==> src/include/aurora_tx_macros.svh <==
`ifndef AURORA_TX_MACROS_SVH
`define AURORA_TX_MACROS_SVH

// Geometry of one packet as it is read from the FIFO
`define AURORA_PACKET_BITS 256
`define AURORA_LANE_BITS 32     // One Aurora lane carries one 32-bit word per beat
`define AURORA_HDR_BITS 64      // Header goes out as two lane words

// Payload words that fit behind the header
`define AURORA_MAX_WORDS 6
`define AURORA_CNT_BITS 3       // Wide enough to count up to the payload capacity
`define AURORA_WORD_CNT_BITS 14 // Byte count with its two low bits dropped

// Field positions inside the packet, given by their top bit
`define AURORA_BUS_ID_MSB 255
`define AURORA_SRC_ID_MSB 247
`define AURORA_VALID_BYTES_MSB 207

`endif

==> src/hdl/aurora_tx_pkg.sv <==
package aurora_tx_pkg;

    // One-hot framer states
    typedef enum logic [8:0] {
        idle_rst     = 9'b000000001, // Entered right after reset
        wait_ready   = 9'b000000010, // Waits for a packet and a ready link
        read_fifo    = 9'b000000100, // Loads the packet and pops the FIFO
        filter       = 9'b000001000, // Decides to keep or drop the packet
        drop_wait    = 9'b000010000, // Lets the FIFO flags settle after a drop
        send_hdr0    = 9'b000100000, // First header word with the sequence number
        send_hdr1    = 9'b001000000,
        send_payload = 9'b010000000,
        send_last    = 9'b100000000  // Final word with tlast
    } tx_state_e;

    // Commands the sequencer issues every cycle
    typedef struct packed {
        logic load;        // Capture dout into the shift buffer
        logic shift;       // Move the next word to the top
        logic count_en;    // Count one sent beat
        logic clear;       // Empty the buffer and its counters
        logic stamp_sel;   // Replace the bus id with the sequence number
        logic seq_advance; // One packet has been sent
        logic tvalid;
        logic tlast;
        logic rd_en;       // Pop the FIFO
    } tx_ctrl_t;

    // Top 64 bits of a packet
    typedef struct packed {
        logic [7:0]  bus_id;
        logic [7:0]  src_id;      // FPGA that first sent the packet
        logic [31:0] reserved;
        logic [15:0] valid_bytes; // Always a multiple of four
    } pkt_header_t;

endpackage

==> src/hdl/tx_sequencer.sv <==
`timescale 1ns/1ps
`include "aurora_tx_macros.svh"

module tx_sequencer #(
    parameter logic [7:0] target_fpga_id = 8'h00
) (
    input  logic                             user_clk,
    input  logic                             reset_TX_RX_Block,
    input  logic                             empty,
    input  logic                             s_axi_tx_tready,
    input  aurora_tx_pkg::pkt_header_t       hdr,
    input  logic [`AURORA_WORD_CNT_BITS-1:0] word_cnt,
    input  logic [`AURORA_CNT_BITS-1:0]      beat_cnt,
    output aurora_tx_pkg::tx_ctrl_t          ctrl
);

    logic                             empty_q;     // Registered FIFO empty flag
    logic                             tready_q;    // Registered link ready
    aurora_tx_pkg::tx_state_e         state_q;
    aurora_tx_pkg::tx_state_e         state_d;
    logic                             drop_pkt;
    logic [`AURORA_WORD_CNT_BITS-1:0] beat_ext;    // Beat count at the word count width

    // Words are bytes over four, so the two low bits of the byte count are skipped
    assign drop_pkt = (hdr.src_id == target_fpga_id) ||
                      (hdr.valid_bytes[15:2] == '0); // Loop guard or empty packet
    assign beat_ext = {{(`AURORA_WORD_CNT_BITS-`AURORA_CNT_BITS){1'b0}}, beat_cnt};

    //////////////////////////////////////////////////
    // Input sampling and state register
    //////////////////////////////////////////////////

    always_ff @(posedge user_clk) begin
        if (reset_TX_RX_Block) begin
            empty_q  <= 1'b1; // Treat the FIFO as empty until it has been seen
            tready_q <= 1'b0;
            state_q  <= aurora_tx_pkg::idle_rst;
        end else begin
            empty_q  <= empty;
            tready_q <= s_axi_tx_tready;
            state_q  <= state_d;
        end
    end

    //////////////////////////////////////////////////
    // Next state and per-state commands
    //////////////////////////////////////////////////

    always_comb begin
        state_d = state_q;
        ctrl    = '0;
        case (state_q)
            aurora_tx_pkg::idle_rst: begin
                ctrl.clear = 1'b1;
                state_d    = aurora_tx_pkg::wait_ready;
            end
            aurora_tx_pkg::wait_ready: begin
                ctrl.clear = 1'b1; // Buffer stays empty while nothing is pending
                // A started burst never stalls because tready only counts here
                if (tready_q && !empty_q) state_d = aurora_tx_pkg::read_fifo;
            end
            aurora_tx_pkg::read_fifo: begin
                ctrl.load      = 1'b1;
                ctrl.rd_en     = 1'b1; // Single pop per accepted packet
                ctrl.stamp_sel = 1'b1;
                state_d        = aurora_tx_pkg::filter;
            end
            aurora_tx_pkg::filter: begin
                ctrl.stamp_sel = 1'b1; // Held so it lines up with the first word
                state_d = drop_pkt ? aurora_tx_pkg::drop_wait : aurora_tx_pkg::send_hdr0;
            end
            aurora_tx_pkg::drop_wait: begin
                // Gives the pop time to show up on the sampled empty flag
                ctrl.clear = 1'b1;
                state_d    = aurora_tx_pkg::wait_ready;
            end
            aurora_tx_pkg::send_hdr0, aurora_tx_pkg::send_hdr1,
            aurora_tx_pkg::send_payload: begin
                ctrl.tvalid   = 1'b1;
                ctrl.shift    = 1'b1;
                ctrl.count_en = 1'b1;
                if (state_q == aurora_tx_pkg::send_hdr0) begin
                    state_d = aurora_tx_pkg::send_hdr1;
                end else if (state_q == aurora_tx_pkg::send_hdr1) begin
                    // With one payload word that word is already the last one
                    state_d = (word_cnt == `AURORA_WORD_CNT_BITS'd1) ?
                              aurora_tx_pkg::send_last : aurora_tx_pkg::send_payload;
                end else if (beat_ext == word_cnt) begin
                    state_d = aurora_tx_pkg::send_last; // Two header beats lead the count
                end
            end
            aurora_tx_pkg::send_last: begin
                ctrl.tvalid      = 1'b1;
                ctrl.tlast       = 1'b1;
                ctrl.clear       = 1'b1;
                ctrl.seq_advance = 1'b1; // Next packet takes the next number
                state_d          = aurora_tx_pkg::wait_ready;
            end
            default: begin
                ctrl.clear = 1'b1;
                state_d    = aurora_tx_pkg::idle_rst;
            end
        endcase
    end

    // The tlast beat comes once both header words and all payload words but one were counted
    tlast_ends_full_burst: assert property (@(posedge user_clk) disable iff (reset_TX_RX_Block)
        ctrl.tlast |-> ctrl.tvalid && (beat_ext == word_cnt + `AURORA_WORD_CNT_BITS'd1));

endmodule

==> src/hdl/packet_shift_buffer.sv <==
`timescale 1ns/1ps
`include "aurora_tx_macros.svh"

module packet_shift_buffer (
    input  logic                              user_clk,
    input  logic                              reset_TX_RX_Block,
    input  logic [`AURORA_PACKET_BITS-1:0]    dout,
    input  aurora_tx_pkg::tx_ctrl_t           ctrl,
    output aurora_tx_pkg::pkt_header_t        hdr,
    output logic [`AURORA_WORD_CNT_BITS-1:0]  word_cnt,
    output logic [`AURORA_CNT_BITS-1:0]       beat_cnt,
    output logic [`AURORA_LANE_BITS-1:0]      head_word
);

    logic [`AURORA_PACKET_BITS-1:0] pkt_q;       // Whole packet, next word at the top
    logic                           wc_store_q;  // Load delayed by one cycle

    assign hdr       = pkt_q[`AURORA_BUS_ID_MSB -: `AURORA_HDR_BITS];
    assign head_word = pkt_q[`AURORA_PACKET_BITS-1 -: `AURORA_LANE_BITS];

    //////////////////////////////////////////////////
    // Packet register
    //////////////////////////////////////////////////

    always_ff @(posedge user_clk) begin
        if (reset_TX_RX_Block || ctrl.clear) begin
            pkt_q <= '0;
        end else if (ctrl.load) begin
            pkt_q <= dout; // Whole packet in a single beat
        end else if (ctrl.shift) begin
            // Sent word drops off the top and zeros fill from below
            pkt_q <= {pkt_q[`AURORA_PACKET_BITS-`AURORA_LANE_BITS-1:0],
                      {`AURORA_LANE_BITS{1'b0}}};
        end
    end

    // Word count and beat counter
    always_ff @(posedge user_clk) begin
        if (reset_TX_RX_Block) begin
            wc_store_q <= 1'b0;
        end else begin
            wc_store_q <= ctrl.load;
        end
    end

    always_ff @(posedge user_clk) begin
        if (reset_TX_RX_Block || ctrl.clear) begin
            word_cnt <= '0;
        end else if (wc_store_q) begin
            // Bits 207..194 give the count of 32-bit words
            word_cnt <= pkt_q[`AURORA_VALID_BYTES_MSB -: `AURORA_WORD_CNT_BITS];
        end
    end

    always_ff @(posedge user_clk) begin
        if (reset_TX_RX_Block || ctrl.clear) begin
            beat_cnt <= '0;
        end else if (ctrl.count_en) begin
            beat_cnt <= beat_cnt + 1'b1; // One step per sent beat
        end
    end

    // A new packet must never land while the previous one is shifting out
    load_not_during_shift: assert property (@(posedge user_clk) disable iff (reset_TX_RX_Block)
        !(ctrl.load && ctrl.shift));

endmodule

==> src/hdl/seq_stamp_output.sv <==
`timescale 1ns/1ps
`include "aurora_tx_macros.svh"

module seq_stamp_output (
    input  logic                         user_clk,
    input  logic                         reset_TX_RX_Block,
    input  aurora_tx_pkg::tx_ctrl_t      ctrl,
    input  logic [`AURORA_LANE_BITS-1:0] head_word,
    output logic                         rd_en,
    output logic [`AURORA_LANE_BITS-1:0] s_axi_tx_tdata,
    output logic                         s_axi_tx_tvalid,
    output logic                         s_axi_tx_tlast
);

    logic       stamp_q;  // Select lined up with the first header word
    logic [7:0] seq_cnt;  // Number of packets sent so far, mod 256
    logic [7:0] top_byte;

    // The far side sees a running packet number in place of the bus id
    assign top_byte = stamp_q ? seq_cnt : head_word[`AURORA_LANE_BITS-1 -: 8];

    //////////////////////////////////////////////////
    // Sequence counter
    //////////////////////////////////////////////////

    always_ff @(posedge user_clk) begin
        if (reset_TX_RX_Block) begin
            seq_cnt <= 8'd0;
        end else if (ctrl.seq_advance) begin
            seq_cnt <= seq_cnt + 1'b1; // Wraps from 255 back to 0
        end
    end

    //////////////////////////////////////////////////
    // Output registers
    //////////////////////////////////////////////////

    always_ff @(posedge user_clk) begin
        if (reset_TX_RX_Block) begin
            stamp_q         <= 1'b0;
            rd_en           <= 1'b0;
            s_axi_tx_tdata  <= '0;
            s_axi_tx_tvalid <= 1'b0;
            s_axi_tx_tlast  <= 1'b0;
        end else begin
            stamp_q         <= ctrl.stamp_sel;
            rd_en           <= ctrl.rd_en; // FIFO pops one cycle after the load
            s_axi_tx_tdata  <= {top_byte, head_word[`AURORA_LANE_BITS-9:0]};
            s_axi_tx_tvalid <= ctrl.tvalid;
            s_axi_tx_tlast  <= ctrl.tlast;
        end
    end

endmodule

==> src/hdl/fifo_to_aurora_tx.sv <==
`timescale 1ns/1ps
`include "aurora_tx_macros.svh"

// Single-lane framer from a packet FIFO to an Aurora AXI4-Stream transmit port
module fifo_to_aurora_tx #(
    parameter logic [7:0] target_fpga_id = 8'h00 // Id of the FPGA on the far end of the link
) (
    input  logic                           user_clk,
    input  logic                           reset_TX_RX_Block,
    input  logic                           empty,
    output logic                           rd_en,
    input  logic [`AURORA_PACKET_BITS-1:0] dout,
    output logic [`AURORA_LANE_BITS-1:0]   s_axi_tx_tdata,
    output logic                           s_axi_tx_tlast,
    input  logic                           s_axi_tx_tready,
    output logic                           s_axi_tx_tvalid
);

    aurora_tx_pkg::tx_ctrl_t             ctrl;      // Per-cycle commands from the FSM
    aurora_tx_pkg::pkt_header_t          hdr;       // Header of the buffered packet
    logic [`AURORA_WORD_CNT_BITS-1:0]    word_cnt;  // Payload words of the buffered packet
    logic [`AURORA_CNT_BITS-1:0]         beat_cnt;
    logic [`AURORA_LANE_BITS-1:0]        head_word; // Word that goes out next

    tx_sequencer #(
        .target_fpga_id (target_fpga_id)
    ) u_tx_sequencer (
        .user_clk          (user_clk),
        .reset_TX_RX_Block (reset_TX_RX_Block),
        .empty             (empty),
        .s_axi_tx_tready   (s_axi_tx_tready),
        .hdr               (hdr),
        .word_cnt          (word_cnt),
        .beat_cnt          (beat_cnt),
        .ctrl              (ctrl)
    );

    packet_shift_buffer u_packet_shift_buffer (
        .user_clk          (user_clk),
        .reset_TX_RX_Block (reset_TX_RX_Block),
        .dout              (dout),
        .ctrl              (ctrl),
        .hdr               (hdr),
        .word_cnt          (word_cnt),
        .beat_cnt          (beat_cnt),
        .head_word         (head_word)
    );

    // All outgoing signals leave from registers in here
    seq_stamp_output u_seq_stamp_output (
        .user_clk          (user_clk),
        .reset_TX_RX_Block (reset_TX_RX_Block),
        .ctrl              (ctrl),
        .head_word         (head_word),
        .rd_en             (rd_en),
        .s_axi_tx_tdata    (s_axi_tx_tdata),
        .s_axi_tx_tvalid   (s_axi_tx_tvalid),
        .s_axi_tx_tlast    (s_axi_tx_tlast)
    );

endmodule

==> config.mk <==
export PLATFORM = sky130hd
export DESIGN_NAME = fifo_to_aurora_tx
export DESIGN_NICKNAME = d
export VERILOG_FILES = /design/src/hdl/aurora_tx_pkg.sv /design/src/hdl/tx_sequencer.sv /design/src/hdl/packet_shift_buffer.sv /design/src/hdl/seq_stamp_output.sv /design/src/hdl/fifo_to_aurora_tx.sv
export VERILOG_INCLUDE_DIRS = /design/src /design/src/include
export SDC_FILE = /design/constraint.sdc
export NUM_CORES = 1
export LEC_CHECK = 0
export BUFFER_PORTS_ARGS = -buffer_cell sky130_fd_sc_hd__clkbuf_2
export CAP_MARGIN = 15
export CORE_MARGIN = 2
export CORE_UTILIZATION = 47
export DETAILED_ROUTE_END_ITERATION = 12
export HOLD_SLACK_MARGIN = 0.08
export PLACE_DENSITY = 0.71
export SYNTH_ARGS = -nofsm -noshare
export SYNTH_HDL_FRONTEND = slang
export SYNTH_SLANG_ARGS = --single-unit
export TNS_END_PERCENT = 30
==> constraint.sdc <==
create_clock -name user_clk -period 2.2 [get_ports user_clk]
set_input_delay 0.44 -clock user_clk [delete_from_list [all_inputs] [get_ports user_clk]]
set_output_delay 0.44 -clock user_clk [all_outputs]
set_load 0.02 [all_outputs]
==> out/results.txt <==
Outcome -> completed
DIE HEIGHT -> 174 um
Setup repair after global routing missed its margin -> no
R2r setup slk -> 0.09 ns
Via count -> 13200
HP Class -> input port to register
Pleak -> 6.39 nW
DP Wirelength -> 29.2 mm
Largest net degree at the start of global routing -> 70
Vias in the first global route -> 12200
GP Congestion -> 0.880
CTS tree -> yes
First-pass GRT wire length -> 64.1 mm
DRT iter0 DRCs -> 1124
Hold_sp -> empty
Share of the synthesized area in the top cell type -> 0.486
# DRC -> 0
Seq/Total Area, Yosys -> 0.486
Req. time, crit path -> 2.61 ns
Worst-path clk slew -> 0.06 ns
Crit path DAT -> 2.53 ns
Core footprint -> 28500 um^2
Root buffer cell -> clkbuf_16
Initial antenna violation count -> 1
DIE WIDTH -> 174 um
Top cells by count, synth -> 453 x nor3_1, 328 x dfxtp_1, 295 x nor2_1, 231 x nor4_1, 102 x clkbuf_1
Port-buffer cells -> 294
Post-synth EDFFs -> 0
Syn Nets -> 1908
GRT Total Usage -> 0.262
Clk buf depth -> 3
Row cnt -> 62
FFs w/ async S/R, synth -> 0
Fraction of layout cells with a size suffix above 1 -> 0.231
Post-synth top area cell -> dfxtp_1
Setup TNS -> 0 ns
Critical path type -> register to register
Via-per-instance ratio -> 5.77
Number of clock sinks -> 328
Period utilisation layout -> 0.961
Critical Path Sink Type -> register
Total gr overflow -> 0
DRT Pass-1 Iters -> 5
Syn avg cell area -> 8.21 um^2
Post-Synthesis Cells -> 1646
Synth Register Bits -> 328
Startpoint types -> register
Top-count cell post-synth -> nor3_1
Slew @ Worst Pin -> 0.510 ns
Maximum vdd drop -> 492 uV
Die area -> 30100 um^2
RR Startpoint -> u_tx_sequencer.state_q[7]$_SDFFE_PP0P_
Sequential power share -> 0.482
Max Clock Freq -> 473 MHz
Most used DFF post-synth -> dfxtp_1
Relative slew slack -> 0.660
Worst Clk Skew -> 0.0286 ns
Starting density of the core -> 0.474
Detail Route Antenna Nets -> 0
Avg WL per Cell -> 17.8 um
Count of cell types in the netlist -> 40
Synth Warn # -> 0
Clk_lat worst skew -> 0.53 ns
Hold Path End -> u_tx_sequencer.empty_q$_SDFF_PP1_
Cells on Worst Hold Path -> 2
Cell Area, Synth -> 13500 um^2
Power density over the cells -> 736 nW/um^2
Final hold viol count -> 0
Cells on worst reg2reg path -> 6
Comb pwr share -> 0.029
Setup-failing EPs final -> 0
Final nets -> 2140
Post-cts hold buffer count -> 0
Ports -> 295
H-tree Lvls -> 2
RR Endpoint -> u_packet_shift_buffer.pkt_q[185]$_SDFFE_PP0P_
Layout Utilization -> 0.589
Sw frac -> 0.213
Critical Path Fanout Max -> 24
Psw -> 2.64 mW
Tmin final -> 2.11 ns
Leading post-synthesis cells by cell area -> dfxtp_1 49%, nor3_1 17%, nor4_1 11%
MaxCap Viol Count -> 0
Final Max Slew Viols -> 0
Pint -> 9.74 mW
Clock power frac -> 0.490
Detailed Route WL -> 40.8 mm
Synth-to-layout area growth -> 24.4%
CTS Buf Count -> 36
worst max-delay path by stage:
stage | from | endpoint | slack (ns) | cells past startpoint
6_report | u_tx_sequencer.state_q[7]$_SDFFE_PP0P_ | u_packet_shift_buffer.pkt_q[185]$_SDFFE_PP0P_ | 0.09 | 6
5_1_grt | u_tx_sequencer.state_q[0]$_SDFFE_PP1P_ | u_packet_shift_buffer.pkt_q[85]$_SDFFE_PP0P_ | 0.0009 | 6
4_1_cts | u_tx_sequencer.state_q[6]$_SDFFE_PP0P_ | u_packet_shift_buffer.pkt_q[185]$_SDFFE_PP0P_ | 0.09 | 6
3_5_place_dp | u_tx_sequencer.state_q[0]$_SDFFE_PP1P_ | u_packet_shift_buffer.pkt_q[103]$_SDFFE_PP0P_ | 0.14 | 6
3_3_place_gp | u_tx_sequencer.state_q[0]$_SDFFE_PP1P_ | u_packet_shift_buffer.pkt_q[103]$_SDFFE_PP0P_ | 0.16 | 6
2_1_floorplan | u_tx_sequencer.state_q[0]$_SDFFE_PP1P_ | u_packet_shift_buffer.pkt_q[100]$_SDFFE_PP0P_ | 0.35 | 9
final cells by class:
| class | instances | area [um^2] |
|---|---|---|
| tap | 384 | 480 |
| clock buffer | 51 | 1050 |
| sequential | 328 | 6570 |
| clock inverter | 13 | 161 |
| antenna | 1 | 2.50 |
| timing repair buffer | 373 | 2460 |
| fill | 2627 | 11700 |
| multi-input combinational | 1139 | 6100 |
cells by family after synthesis:
| logic type | after synthesis | synth area share |
|---|---|---|
| and+or+nand+nor | 1052 | 0.393 |
| DFF | 328 | 0.486 |
| buffers and inverters | 179 | 0.0662 |
| AOI/OAI and AO/OA | 52 | 0.0296 |
| muxes | 24 | 0.0178 |
| xor gates and xnor gates | 9 | 0.00583 |
| adders and majority gates | 2 | 0.00185 |
state kept, by name, indices dropped and copies added, names as in the netlist:
signal / flops
u_packet_shift_buffer.beat_cnt: 3
u_packet_shift_buffer.pkt_q: 256
u_packet_shift_buffer.word_cnt: 14
u_seq_stamp_output.rd_en: 1
u_seq_stamp_output.s_axi_tx_tdata: 32
u_seq_stamp_output.s_axi_tx_tlast: 1
u_seq_stamp_output.s_axi_tx_tvalid: 1
u_seq_stamp_output.seq_cnt: 8
u_seq_stamp_output.stamp_q: 1
u_tx_sequencer.empty_q: 1
u_tx_sequencer.state_q: 9
u_tx_sequencer.tready_q: 1
critical path, stage by stage (launching register included):
cell and delay (ns):
dfxtp_1 0.45, xor2_1 0.42, o2111a_4 0.29, buf_12 0.21, buf_4 0.28, nor3_1 0.09
nor4_1 0.28
power by group through the flow:
stage               logic (mW)  clock network [mW]  registers [mW]
global placement         0.350                   0            6.09
floorplan               0.0740                   0            6.08
detailed placement       0.350                   0            6.09
finish                   0.355                6.06            5.96
CTS                      0.355                6.14            5.96
global route             0.383                6.39            5.96
metrics by stage:
step,hold WS (ns),total power [mW],std cells,area [um^2],setup slack [ns]
global placement,0.448,6.44,2224,15600,0.163
finish,0.116,12.4,2289,16800,0.0864
CTS,0.0982,12.5,2288,16800,0.0893
detailed placement,0.452,6.44,2224,15600,0.141
floorplan,0.439,6.16,1646,13500,0.349
global route,0.106,12.7,2288,16800,0.000933
layer usage:
layer / global-route usage / vias to the layer above / share of wire
li1: - / 6455 / -
met1: 0.364 / 6118 / 0.44
met2: 0.421 / 537 / 0.46
met3: 0.0357 / 88 / 0.069
met4: 0.0900 / 0 / 0.034
met5: 0 / - / 0
cells in the final DEF, fill, tap and decap left out, drive strengths merged, types with 2 or more instances in the layout:
master / Yosys / layout
or3: 4 / 4
mux2i: 24 / 24
a21oi: 7 / 7
clkbuf: 102 / 345
clkinv: 0 / 9
xnor2: 3 / 3
xor2: 6 / 6
nor3: 454 / 454
nor4: 232 / 232
nand3b: 3 / 3
bufinv: 0 / 2
o21ai: 7 / 7
a32oi: 32 / 32
or4b: 2 / 2
ha: 2 / 2
nor4b: 4 / 4
dfxtp: 328 / 328
nand3: 3 / 3
nand4: 8 / 8
nand2: 9 / 9
nand2b: 2 / 2
and3: 2 / 2
nor2b: 28 / 28
buf: 77 / 79
nor2: 295 / 295
timing repair:
| item | in CTS | in global routing |
|---|---|---|
| gates resized for setup | 0 | 2 |
| hold endpoints to repair | 0 | 0 |
| buffers inserted | 0 | 0 |
| setup endpoints to repair | 0 | 3 |
No activity file was read; power rests on OpenSTA's default activity.
